### src/rtl/pulse_gen.sv
`timescale 1ns/1ns
`default_nettype none

module pulse_gen #(
   parameter int HOLDOFF = 16  // needs 2 or more
) (
   input  wire    sys_clk,
   input  wire    i_arst_n,
   input  wire    i_run,
   input  wire    i_continuous,
   input  wire    i_finished,
   output logic   o_arm
);

   localparam int HW = $clog2(HOLDOFF + 1);

   logic            pending;   // re-arm scheduled
   logic [HW-1:0]   hold_cnt;  // counts down to one
   logic            rearm;

   // holdoff expired while continuous is still set
   assign rearm = pending && i_continuous && (hold_cnt == HW'(1));

   always_ff @(posedge sys_clk or negedge i_arst_n) begin
      if (!i_arst_n) begin
         o_arm    <= 1'b0;
         pending  <= 1'b0;
         hold_cnt <= '0;
      end else begin
         o_arm <= i_run | rearm;  // run strobe delayed one clock

         if (!i_continuous) begin
            pending <= 1'b0;      // single shot cancels a queued re-arm
         end else if (i_finished) begin
            pending  <= 1'b1;
            hold_cnt <= HW'(HOLDOFF - 1);
         end else if (pending) begin
            if (hold_cnt == HW'(1)) begin
               pending <= 1'b0;   // arm issued this clock
            end else begin
               hold_cnt <= hold_cnt - 1'b1;
            end
         end
      end
   end

endmodule

`default_nettype wire

### config.mk
export PLATFORM = sky130hd
export DESIGN_NAME = pulse_gen
export DESIGN_NICKNAME = d
export VERILOG_FILES = /design/src/rtl/pulse_gen.sv
export SDC_FILE = /design/constraint.sdc
export NUM_CORES = 1
export LEC_CHECK = 0
export BUFFER_PORTS_ARGS = -buffer_cell sky130_fd_sc_hd__buf_2
export CAP_MARGIN = 0
export CORE_AREA = 5 5 42 44
export CTS_CLUSTER_SIZE = 30
export DETAILED_ROUTE_END_ITERATION = 16
export DIE_AREA = 0 0 47 49
export GPL_ROUTABILITY_DRIVEN = 1
export PLACE_DENSITY = 0.58
export SETUP_SLACK_MARGIN = 0.5
export SLEW_MARGIN = 10
export SYNTH_ARGS = -nofsm -noshare
export SYNTH_HDL_FRONTEND = slang
export SYNTH_SLANG_ARGS = --single-unit
### constraint.sdc
create_clock -name sys_clk -period 1.7 [get_ports sys_clk]
set_input_delay 0.255 -clock sys_clk [delete_from_list [all_inputs] [get_ports sys_clk]]
set_output_delay 0.255 -clock sys_clk [all_outputs]
set_load 0.03 [all_outputs]
Word-level counts from Yosys, hierarchy flattened
Cells that the tools add are included.

Reductions and logical operators: 4. Equality and inequality tests: 2. Bitwise logic cells: 1. Add/subtract/negate cells: 1. Multiplexer cells: 7.

Operators by type and width (number): $mux 5 (3); $eq 5x1->1 const B (1); $sub 5x1->5 const B (1); $mux 1 (4); $reduce_and 3->1 (1); $logic_and 1x1->1 (2); $ne 2x2->1 const B (1); $reduce_bool 2->1 (1); $or 1x1->1 (1).

Output and inout bits: 1. Flip-flop bits (word level): 7. Input port bits: 5. Word-level logic and storage cells: 18.

Longest topological paths before layout
Gate-level depths: netlist of the first run.

Word-level depth: 5. Mapped depth: 5. Depth with buffers taken out: 5.

Worst setup path before layout of the first run
OpenSTA, ideal clock, no wires.

Kind: register -> register. Start: reg hold_cnt[1]. End: reg hold_cnt[2]. Setup time: 0.121 ns. Path buffers: 0. Required time: 1.579 ns. Arrival: 1.196 ns. Clock period less this slack: 1.317 ns. Stages on the path, launching flop included: 6. Path slack: 0.383 ns. Cells stage by stage: dfrtp_1 > inv_1 > ha_1 > nor4b_4 > o31ai_1 > a22o_1.

Word-level cells in the longest chain between the ends: 4. Elaborated cells on any way between the ends: 7. Classes of those cells: add/sub (1); eq/ne (2); mux (3); reduce/logical (1).

RTL lines: start, declared (RTL line 18) `logic [HW-1:0] hold_cnt;`; start signal, assigned (RTL line 36) `hold_cnt <= HW'(HOLDOFF - 1);`; start signal, assigned (RTL line 41) `hold_cnt <= hold_cnt - 1'b1;`; $sub 5x1->5 (RTL line 41); $mux 5 (RTL line 38) `if (hold_cnt == HW'(1)) begin`; $mux 5 (RTL line 37) `end else if (pending) begin`; $mux 5 (RTL line 34) `end else if (i_finished) begin`.

Several ways; a longest one is shown, not always the timed one. The select of a mux whose other input is x is not followed. A chain may end at the register's enable or synchronous reset.

Worst setup path after layout of the first run
Start: reg hold_cnt[1]. End: reg hold_cnt[3].

Same word-level chain as after synthesis.

==> flow_metrics.py, run 1 <==
metrics = {
    "outcome": {
        "status": "finished, final reports clean",
    },
    "placed_design": {
        "place.port_buffers": 5,
        "place_area_um2": 430,
        "dp_hpwl_um": 567,
        "dpl.cell_count": 56,
        "post-place-ws_ns": 0.254,
        "gp_congestion": 0.769,
    },
    "setup_path": {
        "r2r_end": "hold_cnt[3]$_DFFE_PN0P_",
        "crit_required_ns": 1.87,
        "critPathCaptureType": "flop",
        "crit_fanout": 2,
        "r2r_slack_ns": 0.33,
        "crit_start": "hold_cnt[1]$_DFFE_PN0P_",
        "cp-endpoint": "hold_cnt[3]$_DFFE_PN0P_",
        "worstSetupPathType": "flop to flop",
        "crit_path_start_kind": "flop",
        "crit_arrival_ns": 1.54,
        "r2r-start": "hold_cnt[1]$_DFFE_PN0P_",
        "worst_r2r_path_depth": 4,
    },
    "clocking": {
        "htree_levels": 1,
        "clock-sinks": 7,
        "root_buffer": "clkbuf_4",
        "cts.clk_slew.worst_paths_ns": 0.05,
        "clk_path_buf_depth": 2,
        "clk_latency_ns": 0.25,
        "cts_inserted_buffers": 3,
        "cts_tree": "yes",
    },
    "sta": {
        "tns_ns": 0,
        "worst_slack_ns": 0.330,
        "min_period_over_period_pct": 80.6,
        "period_minus_slack_ns": 1.37,
        "hold_viol_final": 0,
        "fin_skew_ns": 0.00236,
        "drv_slew": 0,
        "whs_ns": 0.208,
        "setup_viol": 0,
        "slew_headroom_pct": 83.3,
        "fmax_mhz": 730,
        "tightest_slew_ns": 0.251,
        "rsz0062_at_grt": "true",
    },
    "floorplan": {
        "start_util_pct": 27.7,
        "fp.coreArea_um2": 1400,
        "die_area_um2": 2300,
        "die_width_um": 47,
        "ios": 6,
        "die_y_um": 49,
        "rows": 14,
    },
    "global_route": {
        "grt_pass1_vias": 332,
        "track_usage_pct": 9.08,
        "grt_pass1_wl_mm": 1.53,
        "grt_max_degree": 9,
        "grt_overflow_total": 0,
        "grt_antenna_before_repair": 0,
    },
    "yosys": {
        "yosys.area.top_type": "dfrtp_1",
        "netlist_area_um2": 388,
        "yosysTopAreaCellShare_pct": 45.2,
        "synthesis.nets": 43,
        "yosysWarnings": 0,
        "netlist_instances": 36,
        "ys_types": 22,
        "ys_ff_latch": 7,
        "synth-seq-area-share_pct": 45.2,
        "syn-mean-instance-area_um2": 10.8,
        "synthTopCellsByArea": "dfrtp_1 45%, ha_1 6.5%, nor4b_4 6.1%, mux2i_1 5.2%, inv_1 3.9%",
    },
    "layout": {
        "nNetsFinal": 56,
        "utilization_pct": 38.9,
        "stdcell_count": 64,
        "syn_to_final_growth_pct": 40.6,
        "finalInstanceArea_um2": 546,
        "drive_above_1_share_pct": 50.0,
        "diodes": 0,
    },
    "route": {
        "route.detailed.drc": 0,
        "final_antenna_net_count": 0,
        "drt_iter0_drc": 4,
        "dr.pass1.iters": 4,
        "routed_wl_um": 847,
        "wl_per_cell_um": 13.2,
        "vias_per_cell": 4.98,
        "via_count": 319,
    },
    "power": {
        "finalPower_mw": 0.407,
        "ir_worst_vdd_uv": 610,
        "powerDensity_nw_per_um2": 747,
        "p_leak_nw": 0.219,
    },
    "hold_path": {
        "min_path_type": "input port to flop",
    },
    "flow_run": {
        "max_cap_violations": 0,
    },
}
==> metal layers <==
layer	vias up	global-route usage (%)	part of all wire (%)
li1	155	-	-
met1	155	11.2	39
met2	9	14.0	53
met3	0	5.90	8.3
met4	0	0	0
met5	-	0	0
==> cell usage in the layout, fill, tap and decap left out <==
| master | count |
|---|---|
| o22ai_1 | 1 |
| o211ai_1 | 1 |
| or3_4 | 1 |
| ha_2 | 1 |
| nand3_1 | 1 |
| nor2b_1 | 1 |
| o21ai_2 | 1 |
| buf_6 | 1 |
| nor3_4 | 1 |
| nor3_2 | 1 |
| dfrtp_2 | 1 |
| a21boi_0 | 1 |
| clkbuf_1 | 1 |
| and4bb_2 | 1 |
| buf_2 | 5 |
| a22o_1 | 1 |
| inv_2 | 2 |
| ha_4 | 1 |
| dlygate4sd3_1 | 1 |
| nand2_1 | 3 |
| clkbuf_4 | 3 |
| inv_1 | 2 |
| buf_4 | 2 |
| a31o_4 | 1 |
| a2bb2oi_1 | 1 |
| dfrtp_1 | 6 |
| mux2i_1 | 2 |
| a21oi_1 | 1 |
| nor3b_1 | 1 |
| nor4b_4 | 1 |
| o31ai_2 | 1 |
==> critical path, cell delays in order, from the launching register on <==
cell and delay [ns]:
dfrtp_1 0.38, buf_4 0.14, or3_4 0.37, nor3_4 0.21, mux2i_1 0.20
==> final cells by class <==
| type | instances | area, um2 |
|---|---|---|
| clock buffers | 4 | 26.3 |
| fillers | 144 | 856 |
| inverters | 4 | 15.0 |
| multi-input cells | 24 | 246 |
| flip-flops and latches | 7 | 176 |
| well taps | 16 | 20.0 |
| repair buffers | 9 | 61.3 |
==> flip-flops by register name, summed over array words and instances (netlist names) <==
signal	cells
pending	1
hold_cnt	5
o_arm	1
==> repair_timing <==
item                                    CTS  global route
setup buffers                             2             1
endpoints found under the setup margin    7             7
hold buffers                              1             0
resized for setup                        10             3
endpoints found under the hold margin     7             0
pin swaps                                 1             3
==> where the power goes <==
part / internal [mW] / switching (mW)
clock: 0.0893 / 0.0567
sequential: 0.181 / 0.0178
combinational: 0.0298 / 0.0331
==> cell families after synthesis <==
group | share of synthesized area (%)
simple gates | 21.3
fa+ha+maj | 6.45
buf+inv | 5.16
flops | 45.2
compound gates | 16.8
mux | 5.16
==> worst min-delay path by stage <==
stage,from,end,depth (start not counted)
global route,i_run,o_arm$_DFF_PN0_,2
global placement,i_arst_n,hold_cnt[1]$_DFFE_PN0P_,1
floorplan,i_arst_n,hold_cnt[0]$_DFFE_PN0P_,0
finish,i_run,o_arm$_DFF_PN0_,2
CTS,i_run,o_arm$_DFF_PN0_,2
detailed placement,i_arst_n,hold_cnt[1]$_DFFE_PN0P_,1
==> Yosys cell counts <==
master,instances
nand2_1,3
a31o_2,1
a22o_1,1
and4bb_2,1
dfrtp_1,7
nand3_1,1
a21oi_1,1
o22ai_1,1
nor3b_1,1
nor4b_4,1
o31ai_1,1
a21boi_0,1
ha_1,2
inv_1,4
o21ai_0,1
nor2b_1,1
a2bb2oi_1,1
o211ai_1,1
nor3_1,2
or3_1,1
buf_2,1
mux2i_1,2
No activity file was read; power rests on OpenSTA's default activity.
==> inputs of run 2 (changes only) <==
--- a/config.mk
+++ b/config.mk
@@ -5,12 +5,13 @@
 export SDC_FILE = /design/constraint.sdc
 export NUM_CORES = 1
 export LEC_CHECK = 0
+export ABC_AREA = 1
 export BUFFER_PORTS_ARGS = -buffer_cell sky130_fd_sc_hd__buf_2
 export CAP_MARGIN = 0
-export CORE_AREA = 5 5 42 44
+export CORE_MARGIN = 5
+export CORE_UTILIZATION = 30
 export CTS_CLUSTER_SIZE = 30
 export DETAILED_ROUTE_END_ITERATION = 16
-export DIE_AREA = 0 0 47 49
 export GPL_ROUTABILITY_DRIVEN = 1
 export PLACE_DENSITY = 0.58
 export SETUP_SLACK_MARGIN = 0.5
==> constraint.sdc (replaced) <==
create_clock -name sys_clk -period 1.4 [get_ports sys_clk]
set_input_delay 0.21 -clock sys_clk [delete_from_list [all_inputs] [get_ports sys_clk]]
set_output_delay 0.21 -clock sys_clk [all_outputs]
set_load 0.03 [all_outputs]
==> run 2 against run 1 <==
Effect of this change:
- critical path depth up 5
- worst hold slack worse by 0.043 ns
- sequential cell count is the same
- total power increased by 150%
- sequential power grew 67%
- critical path type unchanged
- highest routed layer unchanged
==> flow_metrics.py, run 2 <==
metrics = {
    "sta": {
        "setup_viol": 0,
        "min_period_over_period_pct": 86.0,
        "rsz0062_at_grt": "true",
        "hold_viol_final": 0,
        "fin_skew_ns": 0.00515,
        "tightest_slew_ns": 0.237,
        "fmax_mhz": 830,
        "slew_headroom_pct": 84.2,
        "period_minus_slack_ns": 1.20,
        "tns_ns": 0,
        "whs_ns": 0.165,
        "drv_slew": 0,
    },
    "layout": {
        "largest_register": "hold_cnt",
        "nNetsFinal": 77,
        "layout_common_cells": "14 x nand2_1, 7 x nand3_1, 7 x dfrtp_1",
        "fillers": 143,
        "reg_top3": "hold_cnt: 5 flops, o_arm: 1 flops, pending: 1 flops",
        "largest_reg_flops": 5,
        "drive_above_1_share_pct": 46.4,
        "layout_commonest_cell": "nand2_1",
        "syn_to_final_growth_pct": 38.5,
        "diodes": 0,
    },
    "route": {
        "route.detailed.drc": 0,
        "final_antenna_net_count": 0,
        "wl_per_cell_um": 10.0,
        "drt_iter0_drc": 12,
        "vias_per_cell": 4.54,
        "routed_wl_um": 852,
        "dr.pass1.iters": 5,
        "via_count": 386,
    },
    "clocking": {
        "cts_tree": "yes",
        "clk_path_buf_depth": 2,
        "htree_levels": 1,
        "cts_inserted_buffers": 3,
        "root_buffer": "clkbuf_4",
        "clock-sinks": 7,
        "clk_latency_ns": 0.25,
        "cts.clk_slew.worst_paths_ns": 0.05,
    },
    "setup_path": {
        "crit_required_ns": 1.54,
        "critPathMaxStageDelay_ns": 0.39,
        "crit_fanout": 6,
        "r2r_slack_ns": 0.20,
        "r2r_end": "hold_cnt[0]$_DFFE_PN0P_",
        "slowest_stage": "dfrtp_1",
        "crit_arrival_ns": 1.34,
        "critPathCaptureType": "flop",
        "cp_cell_sequence": "inv_2 -> ha_4 -> inv_2 -> nor2_4 -> nand2_4 -> nand2_4 -> nand2_4 -> nand2_2 -> nand2_2",
        "worst_r2r_path_depth": 9,
        "cpMostUsedCell": "nand2_4",
        "crit_path_start_kind": "flop",
        "worstSetupPathType": "flop to flop",
        "r2r-start": "hold_cnt[1]$_DFFE_PN0P_",
    },
    "floorplan": {
        "rows": 14,
        "die_area_um2": 2360,
        "ios": 6,
        "die_y_um": 48.5,
        "die_width_um": 48.5,
        "fp.coreArea_um2": 1450,
        "start_util_pct": 30.6,
    },
    "flow_run": {
        "max_cap_violations": 0,
    },
    "yosys": {
        "ys_async_sr_fraction_pct": 100,
        "synth_ff_type": "dfrtp_1",
        "ys_types": 14,
        "yosys.area.top_type": "dfrtp_1",
        "synth-seq-area-share_pct": 39.3,
        "synth_top_family_by_area": "simple AND/OR/NAND/NOR gates",
        "netlist_area_um2": 445,
        "ys_ff_latch": 7,
        "yosysWarnings": 0,
        "synth_compound_area_share_pct": 1.69,
        "yosysMostFrequentCell": "nand2_1",
        "synthesis.nets": 61,
        "synthAdderAreaFrac_pct": 5.62,
        "syn-mean-instance-area_um2": 8.25,
        "synth-edff-count": 0,
        "synth_simple_gate_area_share_pct": 44.4,
        "synth_commonest_cells": "18 x nand2_1, 8 x nand3_1, 7 x dfrtp_1",
        "synthTopCellsByArea": "dfrtp_1 39%, nand2_1 15%, nand3_1 9.0%, nand2_4 7.6%, ha_1 5.6%",
        "netlist_instances": 54,
        "synth.area.mux_share_pct": 0,
        "yosysTopAreaCellShare_pct": 39.3,
        "synth_xor_area_share_pct": 0,
    },
    "global_route": {
        "track_usage_pct": 7.96,
        "grt_pass1_vias": 346,
        "grt_max_degree": 8,
        "grt_antenna_before_repair": 0,
        "grt_overflow_total": 0,
        "grt_pass1_wl_mm": 1.43,
    },
    "hold_path": {
        "hp-start": "i_run",
        "hold_end": "o_arm$_DFF_PN0_",
        "min_path_cells": 2,
        "min_path_type": "input port to flop",
    },
    "placed_design": {
        "place.port_buffers": 5,
        "gp_congestion": 0.730,
        "dp_hpwl_um": 662,
    },
    "outcome": {
        "status": "finished, final reports clean",
    },
    "power": {
        "powerDensity_nw_per_um2": 1640,
        "ir_worst_vdd_uv": 648,
        "p_leak_nw": 0.316,
    },
}
==> run 2: changes by cell type in the layout (fill, tap and decap cells not counted), sizes merged, moves of 2 or more <==
cell   change
mux2i      -2
nor3       -2
nor2       +4
buf        +2
nand3      +7
inv        +2
nand2     +20
==> run 2: worst max path at each step <==
stage                                    to  slack (ns)                    start  cells past startpoint
finish              hold_cnt[0]$_DFFE_PN0P_        0.20  hold_cnt[1]$_DFFE_PN0P_                      9
detailed placement  hold_cnt[0]$_DFFE_PN0P_        0.17  hold_cnt[1]$_DFFE_PN0P_                      9
global placement    hold_cnt[3]$_DFFE_PN0P_        0.17  hold_cnt[1]$_DFFE_PN0P_                      9
floorplan           hold_cnt[3]$_DFFE_PN0P_        0.26  hold_cnt[1]$_DFFE_PN0P_                      9
CTS                 hold_cnt[0]$_DFFE_PN0P_        0.19  hold_cnt[1]$_DFFE_PN0P_                      9
global route        hold_cnt[0]$_DFFE_PN0P_        0.12  hold_cnt[1]$_DFFE_PN0P_                      9
==> run 2: what timing repair did <==
action,CTS,global route
hold buffers,1,0
gates resized for setup,8,4
buffers inserted,4,1
cloned,0,0
pin swaps,4,3
hold endpoints to repair,7,0
endpoints found under the setup margin,8,8
==> run 2: final cells by class <==
cell class              instances  area, um2  area share [%]
well taps                      16       20.0            3.25
repair buffers                 11       82.6            13.4
clock buffers                   4       26.3            4.26
flip-flops and latches          7        175            28.4
inverters                       7       40.0            6.49
multi-input cells              40        273            44.2
==> run 2: report_power, final <==
| group | switching (mW) | internal, mW | total, mW |
|---|---|---|---|
| combinational | 0.253 | 0.251 | 0.504 |
| clock | 0.0692 | 0.108 | 0.178 |
| sequential | 0.0715 | 0.258 | 0.330 |
==> run 2: per-stage QoR <==
| stage | setup WS [ns] | instance area, um2 | cells | power, mW | utilization [%] |
|---|---|---|---|---|---|
| after CTS | 0.187 | 599 | 84 | 0.997 | 41.2 |
| after detailed placement | 0.167 | 503 | 75 | 0.685 | 34.6 |
| after global placement | 0.166 | 503 | 75 | 0.670 | 34.6 |
| final | 0.196 | 617 | 85 | 1.01 | 42.4 |
| after floorplan | 0.261 | 458 | 54 | 0.608 | - |
| after global routing | 0.116 | 617 | 85 | 1.10 | 42.4 |
==> run 2: layer usage <==
metal  global-route usage (%)  wire length, um  vias up
li1                         -                -      200
met1                     8.83              348      176
met2                     12.6              479       10
met3                     1.84               24        0
met4                     6.73                0        0
met5                        0                0        -
==> run 2: kinds of logic after synthesis <==
logic type | Yosys count
AOI/OAI and AO/OA | 1
and+or+nand+nor | 37
adders and majority gates | 2
DFF | 7
buffers and inverters | 7
==> run 2: critical path, delay by kind of cell (launching register included) <==
| family | cells | cell delay, ns |
|---|---|---|
| simple gates | 6 | 0.46 |
| flops | 1 | 0.39 |
| fa+ha+maj | 1 | 0.12 |
| buf+inv | 2 | 0.13 |
